===== config.mk =====
export PLATFORM = sky130hd
export DESIGN_NAME = memory_controller
export DESIGN_NICKNAME = d
export VERILOG_FILES = /design/src/rtl/mem_ctrl_pkg.sv /design/src/rtl/completion_control.sv /design/src/rtl/fixed_priority_grant.sv /design/src/rtl/load_arbiter.sv /design/src/rtl/load_response_hold.sv /design/src/rtl/memory_controller.sv /design/src/rtl/store_arbiter.sv
export SDC_FILE = /design/constraint.sdc
export NUM_CORES = 1
export LEC_CHECK = 0
export BUFFER_PORTS_ARGS = -buffer_cell sky130_fd_sc_hd__buf_2
export CORE_AREA = 2 2 107 109
export DETAILED_ROUTE_END_ITERATION = 16
export DIE_AREA = 0 0 109 111
export PLACE_DENSITY = 0.6
export SYNTH_ARGS = -nofsm -noshare
export SYNTH_HDL_FRONTEND = slang
export SYNTH_SLANG_ARGS = --single-unit

===== constraint.sdc =====
create_clock -name clk -period 1.4 [get_ports clk]
set_clock_uncertainty 0.1 [all_clocks]
set_input_delay 0.14 -clock clk [delete_from_list [all_inputs] [get_ports clk]]
set_output_delay 0.14 -clock clk [all_outputs]
set_load 0.01 [all_outputs]

===== src/rtl/mem_ctrl_pkg.sv =====
`default_nettype none

package mem_ctrl_pkg;

  // memory geometry
  parameter int ADDR_W = 10;
  parameter int DATA_W = 32;

  // one memory address
  typedef logic [ADDR_W-1:0] addr_t;

  // one memory word
  typedef logic [DATA_W-1:0] data_t;

  // kernel run phases seen by the completion handshake
  typedef enum logic [1:0] {
    IDLE,
    RUNNING,
    END_ACK,
    DONE
  } completion_state_t;

endpackage

`default_nettype wire


===== src/rtl/completion_control.sv =====
`default_nettype none

module completion_control
  import mem_ctrl_pkg::*;
(
  input  logic clk,
  input  logic rst,
  // kernel start
  input  logic start_valid,
  output logic start_ready,
  // no more requests will arrive
  input  logic ctrl_end_valid,
  output logic ctrl_end_ready,
  // all work finished
  output logic end_valid,
  input  logic end_ready,
  // something still in flight in either arbiter
  input  logic requests_pending
);

  completion_state_t state_q;
  completion_state_t state_d;

  always_ff @(posedge clk) begin
    if (rst) begin
      state_q <= IDLE;
    end else begin
      state_q <= state_d;
    end
  end

  always_comb begin
    state_d = state_q;
    case (state_q)
      IDLE: begin
        if (start_valid) begin
          state_d = RUNNING;
        end
      end
      RUNNING: begin
        // end request is only taken once the arbiters drained
        if (ctrl_end_valid && !requests_pending) begin
          state_d = END_ACK;
        end
      end
      END_ACK: begin
        state_d = end_ready ? IDLE : DONE;
      end
      DONE: begin
        if (end_ready) begin
          state_d = IDLE;
        end
      end
      default: begin
        state_d = IDLE;
      end
    endcase
  end

  assign start_ready    = (state_q == IDLE);
  assign ctrl_end_ready = (state_q == END_ACK);
  assign end_valid      = (state_q == END_ACK) || (state_q == DONE);

  // end is a proper valid, held until taken
  end_held_a: assert property (
    @(posedge clk) disable iff (rst)
    end_valid && !end_ready |=> end_valid
  ) else $error("completion_control: end_valid dropped before end_ready");

endmodule

`default_nettype wire


===== src/rtl/fixed_priority_grant.sv =====
`default_nettype none

module fixed_priority_grant #(
  parameter int NUM_PORTS = 2
) (
  input  logic [NUM_PORTS-1:0] req,
  input  logic [NUM_PORTS-1:0] consumer_ready,
  output logic [NUM_PORTS-1:0] grant
);

  // a port may only win if someone downstream can take its result
  logic [NUM_PORTS-1:0] eligible;

  assign eligible = req & consumer_ready;

  // scan upward, first eligible port wins
  always_comb begin
    logic taken;
    taken = 1'b0;
    grant = '0;
    for (int i = 0; i < NUM_PORTS; i++) begin
      if (eligible[i] && !taken) begin
        grant[i] = 1'b1;
      end
      taken = taken | eligible[i];
    end
  end

  // at most one port drives the memory port in any cycle
  grant_onehot_a: assert final ($onehot0(grant))
    else $error("fixed_priority_grant: more than one port granted (%b)", grant);

endmodule

`default_nettype wire


===== src/rtl/load_arbiter.sv =====
`default_nettype none

module load_arbiter
  import mem_ctrl_pkg::*;
#(
  parameter int NUM_PORTS = 2
) (
  input  logic                 clk,
  input  logic                 rst,
  // producers
  input  logic [NUM_PORTS-1:0] load_valid,
  input  addr_t                load_addr [NUM_PORTS],
  output logic [NUM_PORTS-1:0] load_ready,
  // consumers
  input  logic [NUM_PORTS-1:0] load_data_ready,
  output logic [NUM_PORTS-1:0] load_data_valid,
  output data_t                load_data [NUM_PORTS],
  // memory read port
  output logic                 read_enable,
  output addr_t                read_address,
  input  data_t                read_data
);

  logic [NUM_PORTS-1:0] grant;

  fixed_priority_grant #(
    .NUM_PORTS(NUM_PORTS)
  ) u_grant (
    .req           (load_valid),
    .consumer_ready(load_data_ready),
    .grant         (grant)
  );

  // grant already includes the consumer's ready
  assign load_ready  = grant;
  assign read_enable = |grant;

  // winner's address onto the read port
  always_comb begin
    read_address = '0;
    for (int i = 0; i < NUM_PORTS; i++) begin
      if (grant[i]) begin
        read_address = load_addr[i];
      end
    end
  end

  load_response_hold #(
    .NUM_PORTS(NUM_PORTS)
  ) u_hold (
    .clk           (clk),
    .rst           (rst),
    .grant         (grant),
    .read_data     (read_data),
    .consumer_ready(load_data_ready),
    .data_valid    (load_data_valid),
    .data          (load_data)
  );

endmodule

`default_nettype wire


===== src/rtl/load_response_hold.sv =====
`default_nettype none

module load_response_hold
  import mem_ctrl_pkg::*;
#(
  parameter int NUM_PORTS = 2
) (
  input  logic                 clk,
  input  logic                 rst,
  input  logic [NUM_PORTS-1:0] grant,
  input  data_t                read_data,
  input  logic [NUM_PORTS-1:0] consumer_ready,
  output logic [NUM_PORTS-1:0] data_valid,
  output data_t                data [NUM_PORTS]
);

  // which port owns the word coming back from memory this cycle
  logic [NUM_PORTS-1:0] grant_q;

  // last word returned to each port
  data_t hold_q [NUM_PORTS];

  always_ff @(posedge clk) begin
    if (rst) begin
      grant_q    <= '0;
      data_valid <= '0;
    end else begin
      grant_q <= grant;
      for (int i = 0; i < NUM_PORTS; i++) begin
        // a new grant wins over consumption in the same cycle
        if (grant[i]) begin
          data_valid[i] <= 1'b1;
        end else if (consumer_ready[i]) begin
          data_valid[i] <= 1'b0;
        end
      end
    end
  end

  always_ff @(posedge clk) begin
    for (int i = 0; i < NUM_PORTS; i++) begin
      if (grant_q[i]) begin
        hold_q[i] <= read_data;
      end
    end
  end

  // bypass in the arrival cycle, held copy afterwards
  always_comb begin
    for (int i = 0; i < NUM_PORTS; i++) begin
      data[i] = grant_q[i] ? read_data : hold_q[i];
    end
  end

  for (genvar g = 0; g < NUM_PORTS; g++) begin : g_port_chk
    // a pending result is never dropped under back-pressure
    valid_held_a: assert property (
      @(posedge clk) disable iff (rst)
      data_valid[g] && !consumer_ready[g] |=> data_valid[g]
    ) else $error("load_response_hold: port %0d result dropped", g);

    // and its word does not change while it waits
    data_stable_a: assert property (
      @(posedge clk) disable iff (rst)
      data_valid[g] && !consumer_ready[g] |=> $stable(data[g])
    ) else $error("load_response_hold: port %0d data changed while stalled", g);
  end

endmodule

`default_nettype wire


===== src/rtl/memory_controller.sv =====
`default_nettype none

module memory_controller
  import mem_ctrl_pkg::*;
#(
  parameter int NUM_PORTS = 2
) (
  input  logic                 clk,
  input  logic                 rst,
  // load producers
  input  logic [NUM_PORTS-1:0] load_valid,
  input  addr_t                load_addr [NUM_PORTS],
  output logic [NUM_PORTS-1:0] load_ready,
  // load consumers
  input  logic [NUM_PORTS-1:0] load_data_ready,
  output logic [NUM_PORTS-1:0] load_data_valid,
  output data_t                load_data [NUM_PORTS],
  // store producers
  input  logic [NUM_PORTS-1:0] store_valid,
  input  addr_t                store_addr [NUM_PORTS],
  input  data_t                store_data [NUM_PORTS],
  output logic [NUM_PORTS-1:0] store_ready,
  // store acknowledge
  input  logic [NUM_PORTS-1:0] store_done_ready,
  output logic [NUM_PORTS-1:0] store_done_valid,
  // memory read port
  output logic                 read_enable,
  output addr_t                read_address,
  input  data_t                read_data,
  // memory write port
  output logic                 write_enable,
  output addr_t                write_address,
  output data_t                write_data,
  // completion handshakes
  input  logic                 start_valid,
  output logic                 start_ready,
  input  logic                 ctrl_end_valid,
  output logic                 ctrl_end_ready,
  output logic                 end_valid,
  input  logic                 end_ready
);

  logic requests_pending;

  load_arbiter #(
    .NUM_PORTS(NUM_PORTS)
  ) u_load_arb (
    .clk            (clk),
    .rst            (rst),
    .load_valid     (load_valid),
    .load_addr      (load_addr),
    .load_ready     (load_ready),
    .load_data_ready(load_data_ready),
    .load_data_valid(load_data_valid),
    .load_data      (load_data),
    .read_enable    (read_enable),
    .read_address   (read_address),
    .read_data      (read_data)
  );

  store_arbiter #(
    .NUM_PORTS(NUM_PORTS)
  ) u_store_arb (
    .store_valid     (store_valid),
    .store_addr      (store_addr),
    .store_data      (store_data),
    .store_ready     (store_ready),
    .store_done_ready(store_done_ready),
    .store_done_valid(store_done_valid),
    .write_enable    (write_enable),
    .write_address   (write_address),
    .write_data      (write_data)
  );

  // load results still waiting count as outstanding work
  assign requests_pending = (|load_valid) | (|store_valid) | (|load_data_valid);

  completion_control u_completion (
    .clk             (clk),
    .rst             (rst),
    .start_valid     (start_valid),
    .start_ready     (start_ready),
    .ctrl_end_valid  (ctrl_end_valid),
    .ctrl_end_ready  (ctrl_end_ready),
    .end_valid       (end_valid),
    .end_ready       (end_ready),
    .requests_pending(requests_pending)
  );

endmodule

`default_nettype wire


===== src/rtl/store_arbiter.sv =====
`default_nettype none

module store_arbiter
  import mem_ctrl_pkg::*;
#(
  parameter int NUM_PORTS = 2
) (
  // producers
  input  logic [NUM_PORTS-1:0] store_valid,
  input  addr_t                store_addr [NUM_PORTS],
  input  data_t                store_data [NUM_PORTS],
  output logic [NUM_PORTS-1:0] store_ready,
  // consumers of the store acknowledge
  input  logic [NUM_PORTS-1:0] store_done_ready,
  output logic [NUM_PORTS-1:0] store_done_valid,
  // memory write port
  output logic                 write_enable,
  output addr_t                write_address,
  output data_t                write_data
);

  logic [NUM_PORTS-1:0] grant;

  fixed_priority_grant #(
    .NUM_PORTS(NUM_PORTS)
  ) u_grant (
    .req           (store_valid),
    .consumer_ready(store_done_ready),
    .grant         (grant)
  );

  // write lands on the next edge, so both sides are acked now
  assign store_ready      = grant;
  assign store_done_valid = grant;
  assign write_enable     = |grant;

  // address and data of the winner
  always_comb begin
    write_address = '0;
    write_data    = '0;
    for (int i = 0; i < NUM_PORTS; i++) begin
      if (grant[i]) begin
        write_address = store_addr[i];
        write_data    = store_data[i];
      end
    end
  end

endmodule

`default_nettype wire


==> metrics.md, run 1 <==
| Metric | Value |
|---|---|
| Hold_buf cts | `1` |
| Worst r2r dst | `u_load_arb.u_hold.hold_q[0][18]` |
| Count of different cell masters after synthesis | `22` |
| GRT met1 Usage | `0.196` |
| Fin util | `0.489` |
| Placed Instances | `644` |
| Max VDD drop | `between 0.7 and 0.8 mV` |
| Die width | `109 µm` |
| WL per Instance | `between 15 and 20 µm` |
| Syn nets | `roughly 380` |
| Core Region | `11,100 µm²` |
| Most frequent cells in the layout | `buf_2, dfxtp_1, a22o_1, buf_6, mux2_4` |
| Multi-input logic area | `~1500 µm²` |
| Fin crit share | `1.15` |
| H-Tree Depth | `3` |
| Worst hold path class | `input pin to register` |
| Crit-path max cell delay | `roughly 0.37 ns` |
| Leakage power | `0.00280 µW` |
| Pwr dens | `between 1000 and 1500 nW/µm²` |
| Synth Cell Area | `between 2000 and 3000 µm²` |
| P&R area growth vs syn | `88.5%` |
| Max_cap viols | `0` |
| Post-Synthesis Cells | `around 240` |
| Slew Limit Fails | `0` |
| CP max stage cell | `dfxtp_4` |
| Average cell area after synthesis | `between 10 and 15 µm²` |
| Row cnt | `39` |
| # fillers | `approximately 1,000` |
| Power, Total | `about 7500 µW` |
| R2R setup slack | `around 0.27 ns` |
| IO Count | `around 280` |
| CTS root buf | `clkbuf_16` |
| Slew at the pin closest to its max-slew limit | `0.304 ns` |
| Hold endpoint | `u_load_arb.u_hold.hold_q[0][49]` |
| Yosys Warn Count | `0` |
| Post-route ant nets | `0` |
| DPL Wire Length | `about 8600 µm` |
| Clk slew on worst S/H paths | `around 0.05 ns` |
| Unrepaired setup endpoints after global routing | `yes` |
| Initial antenna violation count | `0` |
| Register area share after synthesis | `0.488` |
| Clk sinks | `70` |
| Final TNS setup | `-10.74 ns` |
| Residual DRC | `0` |
| Met2 Use GR | `0.284` |
| R2r worst-path depth | `2` |
| DR vias/cell | `approximately 4.5` |
| Slew headroom | `0.797` |
| 1st-iter DRT viols | `95` |
| WP data arrival | `~1.4 ns` |
| RR Startpoint | `u_load_arb.u_hold.grant_q[0]` |
| Die footprint | `about 12,000 µm²` |
| Max FO, Critical Path | `17` |
| Share of layout cells above drive strength 1 | `0.730` |
| Period minus WS final | `around 1.6 ns` |
| TritonCTS clock tree | `yes` |
| Failing checks | `negative hold slack, negative setup slack` |
| Hold path start | `read_data[17]` |
| Number of buffers and inverters on the critical path | `2` |
| Gpl congestion | `between 1 and 1.5` |
| Final Non-Filler Cells | `around 670` |
| Crit-path cells | `buf_12 -> mux2_2 -> buf_2` |
| Clock buffer depth | `2` |
| Fin nets | `about 670` |
| DRT Pass-1 Iters | `4` |
| Setup violations, final | `64` |
| Flops & latches, synth | `70` |
| Routed via count | `around 3,000` |
| Largest net degree at the start of global routing | `24` |
| First-pass GRT wire length | `15,800 µm` |
| CP Launch Type | `register` |
| Commonest non-fill, non-tap cell in the layout | `buf_2` |
| Wirelength, routed | `roughly 11,000 µm` |
| Num CTS Buffers | `9` |
| Final hold violation count | `52` |
| Worst setup margin | `-0.211 ns` |
| Crit. End Element | `output port` |
| WHS Path Cells | `2` |
| IO buf count | `roughly 280` |
| DIE HEIGHT | `~110 µm` |
| Starting Density | `0.259` |
| Status | `finished with violations` |
| Worst skew pair latency | `0.32 ns` |
| GR Overflow Total | `0` |
| Number of global-route vias before repair | `about 3,100` |
| CP Class | `register to output port` |
| Ant. Diodes | `0` |
| Gr busiest metal | `met2` |
| CP required | `1.16 ns` |
| Grt met3 use | `0.0647` |
| CP delay by family, top | `flip-flops` |
| Fmax | `about 620 MHz` |
| Total GRT Usage | `0.170` |
| Worst hold margin | `-0.0234 ns` |
| FF/Latch Area | `approximately 1400 µm²` |
-- per-stage QoR --
stage          worst slack [ns]  area, µm²
6_report                 -0.211       5410
5_1_grt                  -0.257       5410
4_1_cts                  -0.222       5100
3_5_place_dp            0.00841       4480
3_3_place_gp             0.0477       4480
2_1_floorplan            0.0976       2870
-- Yosys cell counts, drive strengths merged --
cell type	n	area (µm²)
inv	3	11.3
nor2b	1	6.26
dfxtp	70	1400
buf	18	105
nor2	4	22.5
a21oi	3	15.0
or4b	1	13.8
clkbuf	4	15.0
nand2b	3	18.8
a22o	53	464
and2	1	6.26
nand3	1	5.00
nand3b	1	7.51
and2b	1	8.76
nor3b	1	7.51
mux2	64	721
nand2	4	15.0
o22ai	1	6.26
nor4	1	21.3
-- kinds of logic after synthesis --
family / Yosys count / synth area share
compound gates: 57 / 0.169
simple gates: 19 / 0.0462
buf+inv: 25 / 0.0457
flops: 70 / 0.488
mux: 64 / 0.251
-- how the worst max path moves through the flow --
stage,depth (start not counted),from,slack [ns],endpoint
floorplan,3,u_load_arb.u_hold.grant_q[0],0.1,u_load_arb.u_hold.hold_q[0][0]
global placement,6,store_valid[0],0.05,write_address[9]
detailed placement,6,store_valid[0],0.008,write_data[12]
CTS,3,u_load_arb.u_hold.grant_q[1],-0.22,load_data[13]
global route,3,u_load_arb.u_hold.grant_q[1],-0.26,load_data[18]
finish,3,u_load_arb.u_hold.grant_q[0],-0.21,load_data[49]
-- per-layer routing --
layer / part of all wire / wire [µm]
met1: 0.41 / 4540
met2: 0.48 / 5310
met3: 0.092 / 1030
met4: 0.027 / 300
met5: 0 / 0
-- registers in the layout (all words and copies together) (netlist names) --
name                          cells
u_load_arb.u_hold.data_valid      2
u_load_arb.u_hold.hold_q         64
u_load_arb.u_hold.grant_q         2
u_completion.state_q              2
-- layout make-up --
type | instances | area share
clock buffer | 11 | 0.0467
clock inverter | 5 | 0.0192
sequential | 70 | 0.260
inverter | 3 | 0.00208
multi-input combinational | 140 | 0.281
timing repair buffer | 294 | 0.358
tap | 143 | 0.0331
-- what timing repair did --
| item | 4_1_cts | 5_1_grt |
|---|---|---|
| endpoints found under the hold margin | 68 | 58 |
| gates cloned | 0 | 3 |
| endpoints found under the setup margin | 64 | 86 |
| pin swaps | 0 | 2 |
| gates resized for setup | 53 | 47 |
| buffers inserted | 0 | 2 |
-- power by group --
group	switching [µW]	leakage, µW	total [µW]	internal [µW]
sequential	113	0.000590	2510	2390
clock	826	0.000176	2670	1840
combinational	933	0.00204	2300	1370
total	1870	0.00280	7470	5600
No activity file was read; power rests on OpenSTA's default activity.
==> run 2, diff against run 1 <==
- clock period: 1.4 -> 1.6 ns (I/O delays scaled with it)
==> run 2 against run 1 <==
  * The run ends with negative setup slack left
  * Combinational power is 14% lower
  * Setup slack gained 0.16 ns
  * Clock power down 25%
  * Via count rose by 2.2%
  * Critical path depth stayed put
==> metrics.md, run 2 (synthesized netlist as in run 1, its figures left out) <==
| Metric | Value |
|---|---|
| Status | `finished with violations` |
| Failing checks | `negative setup slack` |
| Starting Density | `0.259` |
| Die footprint | `12,100 µm²` |
| Crit. path cell count | `3` |
| IO buf count | `277` |
| TritonCTS clock tree | `yes` |
| Max FO, Critical Path | `12` |
| Die width | `around 110 µm` |
| First-pass GRT wire length | `between 15,000 and 20,000 µm` |
| Unrepaired setup endpoints after global routing | `yes` |
| Initial antenna violation count | `0` |
| IO Count | `roughly 280` |
| Most frequent cells in the layout | `buf_2, dfxtp_1, a22o_1, mux2_4, buf_6` |
| Post-route ant nets | `0` |
| P&R area growth vs syn | `90.8%` |
| H-Tree Depth | `3` |
| Crit-path cells | `buf_12 -> mux2_2 -> buf_2` |
| DRT Pass-1 Iters | `6` |
| Clk sinks | `70` |
| CP delay by family, top | `flip-flops` |
| DR vias/cell | `4.50` |
| Fin nets | `689` |
| Number of global-route vias before repair | `between 3,000 and 4,000` |
| Setup violations, final | `32` |
| Row cnt | `39` |
| Crit. End Element | `output port` |
| Period minus WS final | `1.65 ns` |
| Final TNS setup | `-0.911 ns` |
| Worst hold path class | `input pin to register` |
| Core Region | `about 11,000 µm²` |
| Cell Area, Placed | `roughly 4400 µm²` |
| WHS Path Cells | `2` |
| Slew at the pin closest to its max-slew limit | `between 0.3 and 0.4 ns` |
| Leakage power | `between 0.002 and 0.003 µW` |
| Routed via count | `between 3,000 and 4,000` |
| Worst setup margin | `-0.0523 ns` |
| Number of buffers and inverters on the critical path | `2` |
| GR Overflow Total | `0` |
| CP Launch Type | `register` |
| Crit-path max cell delay | `~0.41 ns` |
| Fmax | `between 600 and 700 MHz` |
| Residual DRC | `0` |
| R2r worst-path depth | `2` |
| CP max stage cell | `dfxtp_4` |
| WL per Instance | `between 15 and 20 µm` |
| Max FFs per register | `between 60 and 70` |
| CTS root buf | `clkbuf_16` |
| Wirelength, routed | `about 11,000 µm` |
| Worst skew pair latency | `0.32 ns` |
| DPL Wire Length | `between 8000 and 9000 µm` |
| Max_cap viols | `0` |
| Num CTS Buffers | `9` |
| Gpl congestion | `1.06` |
| Post-layout instance area | `~5500 µm²` |
| Clock buffer depth | `2` |
| Max VDD drop | `0.729 mV` |
| Pwr dens | `1120 nW/µm²` |
| Fin crit share | `1.03` |
| Total GRT Usage | `0.175` |
| Ant. Diodes | `0` |
| Commonest non-fill, non-tap cell in the layout | `buf_2` |
| Largest net degree at the start of global routing | `37` |
| Largest Register | `u_load_arb.u_hold.hold_q` |
| Slew Limit Fails | `0` |
| # fillers | `between 1,000 and 1,500` |
| CP Class | `register to output port` |
| WP data arrival | `1.39 ns` |
| Share of layout cells above drive strength 1 | `0.684` |
| Final hold violation count | `0` |
| Clk slew on worst S/H paths | `approximately 0.050 ns` |
| CP required | `1.34 ns` |
| DIE HEIGHT | `about 110 µm` |
| 1st-iter DRT viols | `approximately 120` |
| Slew headroom | `0.798` |
## run 2: changes by cell type in the layout (fill, tap and decap cells not counted), moves of 2 or more
cell,before,now
dlygate4sd3_1,1,28
buf_6,48,36
mux2_4,45,42
clkbuf_16,12,10
mux2_2,19,21
buf_2,232,241
bufinv_16,3,1
## run 2: final cells by class
class                      count  area (µm²)  share of cell area
timing repair buffer         316        2070               0.379
sequential                    70        1410               0.257
clock buffer                  11         253              0.0461
multi-input combinational    140        1500               0.273
clock inverter                 5        56.3              0.0103
tap                          143         179              0.0327
inverter                       3        11.3             0.00206
## run 2: worst paths after layout
check / start / endpoint / slack [ns]
worst max-delay path: u_load_arb.u_hold.grant_q[0] / load_data[56] / -0.05
worst min-delay path: read_data[25] / u_load_arb.u_hold.hold_q[0][57] / 0.01
worst max register to register: u_load_arb.u_hold.grant_q[0] / u_load_arb.u_hold.hold_q[0][28] / 0.46
worst min register to register: u_load_arb.u_hold.hold_q[0][42] / u_load_arb.u_hold.hold_q[0][42] / 0.36
## run 2: routing by layer
metal,track usage,up-vias,wire length (µm)
met5,0,-,0
met4,0.0564,0,250
met3,0.0611,21,975
met2,0.294,155,5360
met1,0.206,1433,4770
li1,-,1487,-
## run 2: power breakdown
group | switching, µW | internal [µW]
Clock | 705 | 1290
Sequential | 101 | 2090
Combinational | 816 | 1160
Total | 1620 | 4540
## run 2: worst register-to-register path, cell delays in order, from the launching register on
cell and delay (ns):
dfxtp_4 0.41, buf_12 0.16, mux2_2 0.36
## run 2: what timing repair did
action,in CTS,in global routing
endpoints found under the hold margin,48,1
hold buffers,27,1
buffers inserted,0,0
gates cloned,1,1
endpoints found under the setup margin,64,64
gates resized for setup,65,17
pin swaps,0,0
## run 2: metrics by stage
step	setup slack (ns)	util	hold slack, ns	power, µW	cells
after floorplan	0.282	-	0.129	2990	235
after global placement	0.198	0.402	0.302	3680	642
after detailed placement	0.179	0.402	0.311	3730	642
after CTS	-0.0717	0.484	0.000311	6150	686
after global routing	-0.105	0.495	0.00714	6470	688
final	-0.0523	0.495	0.0133	6160	688
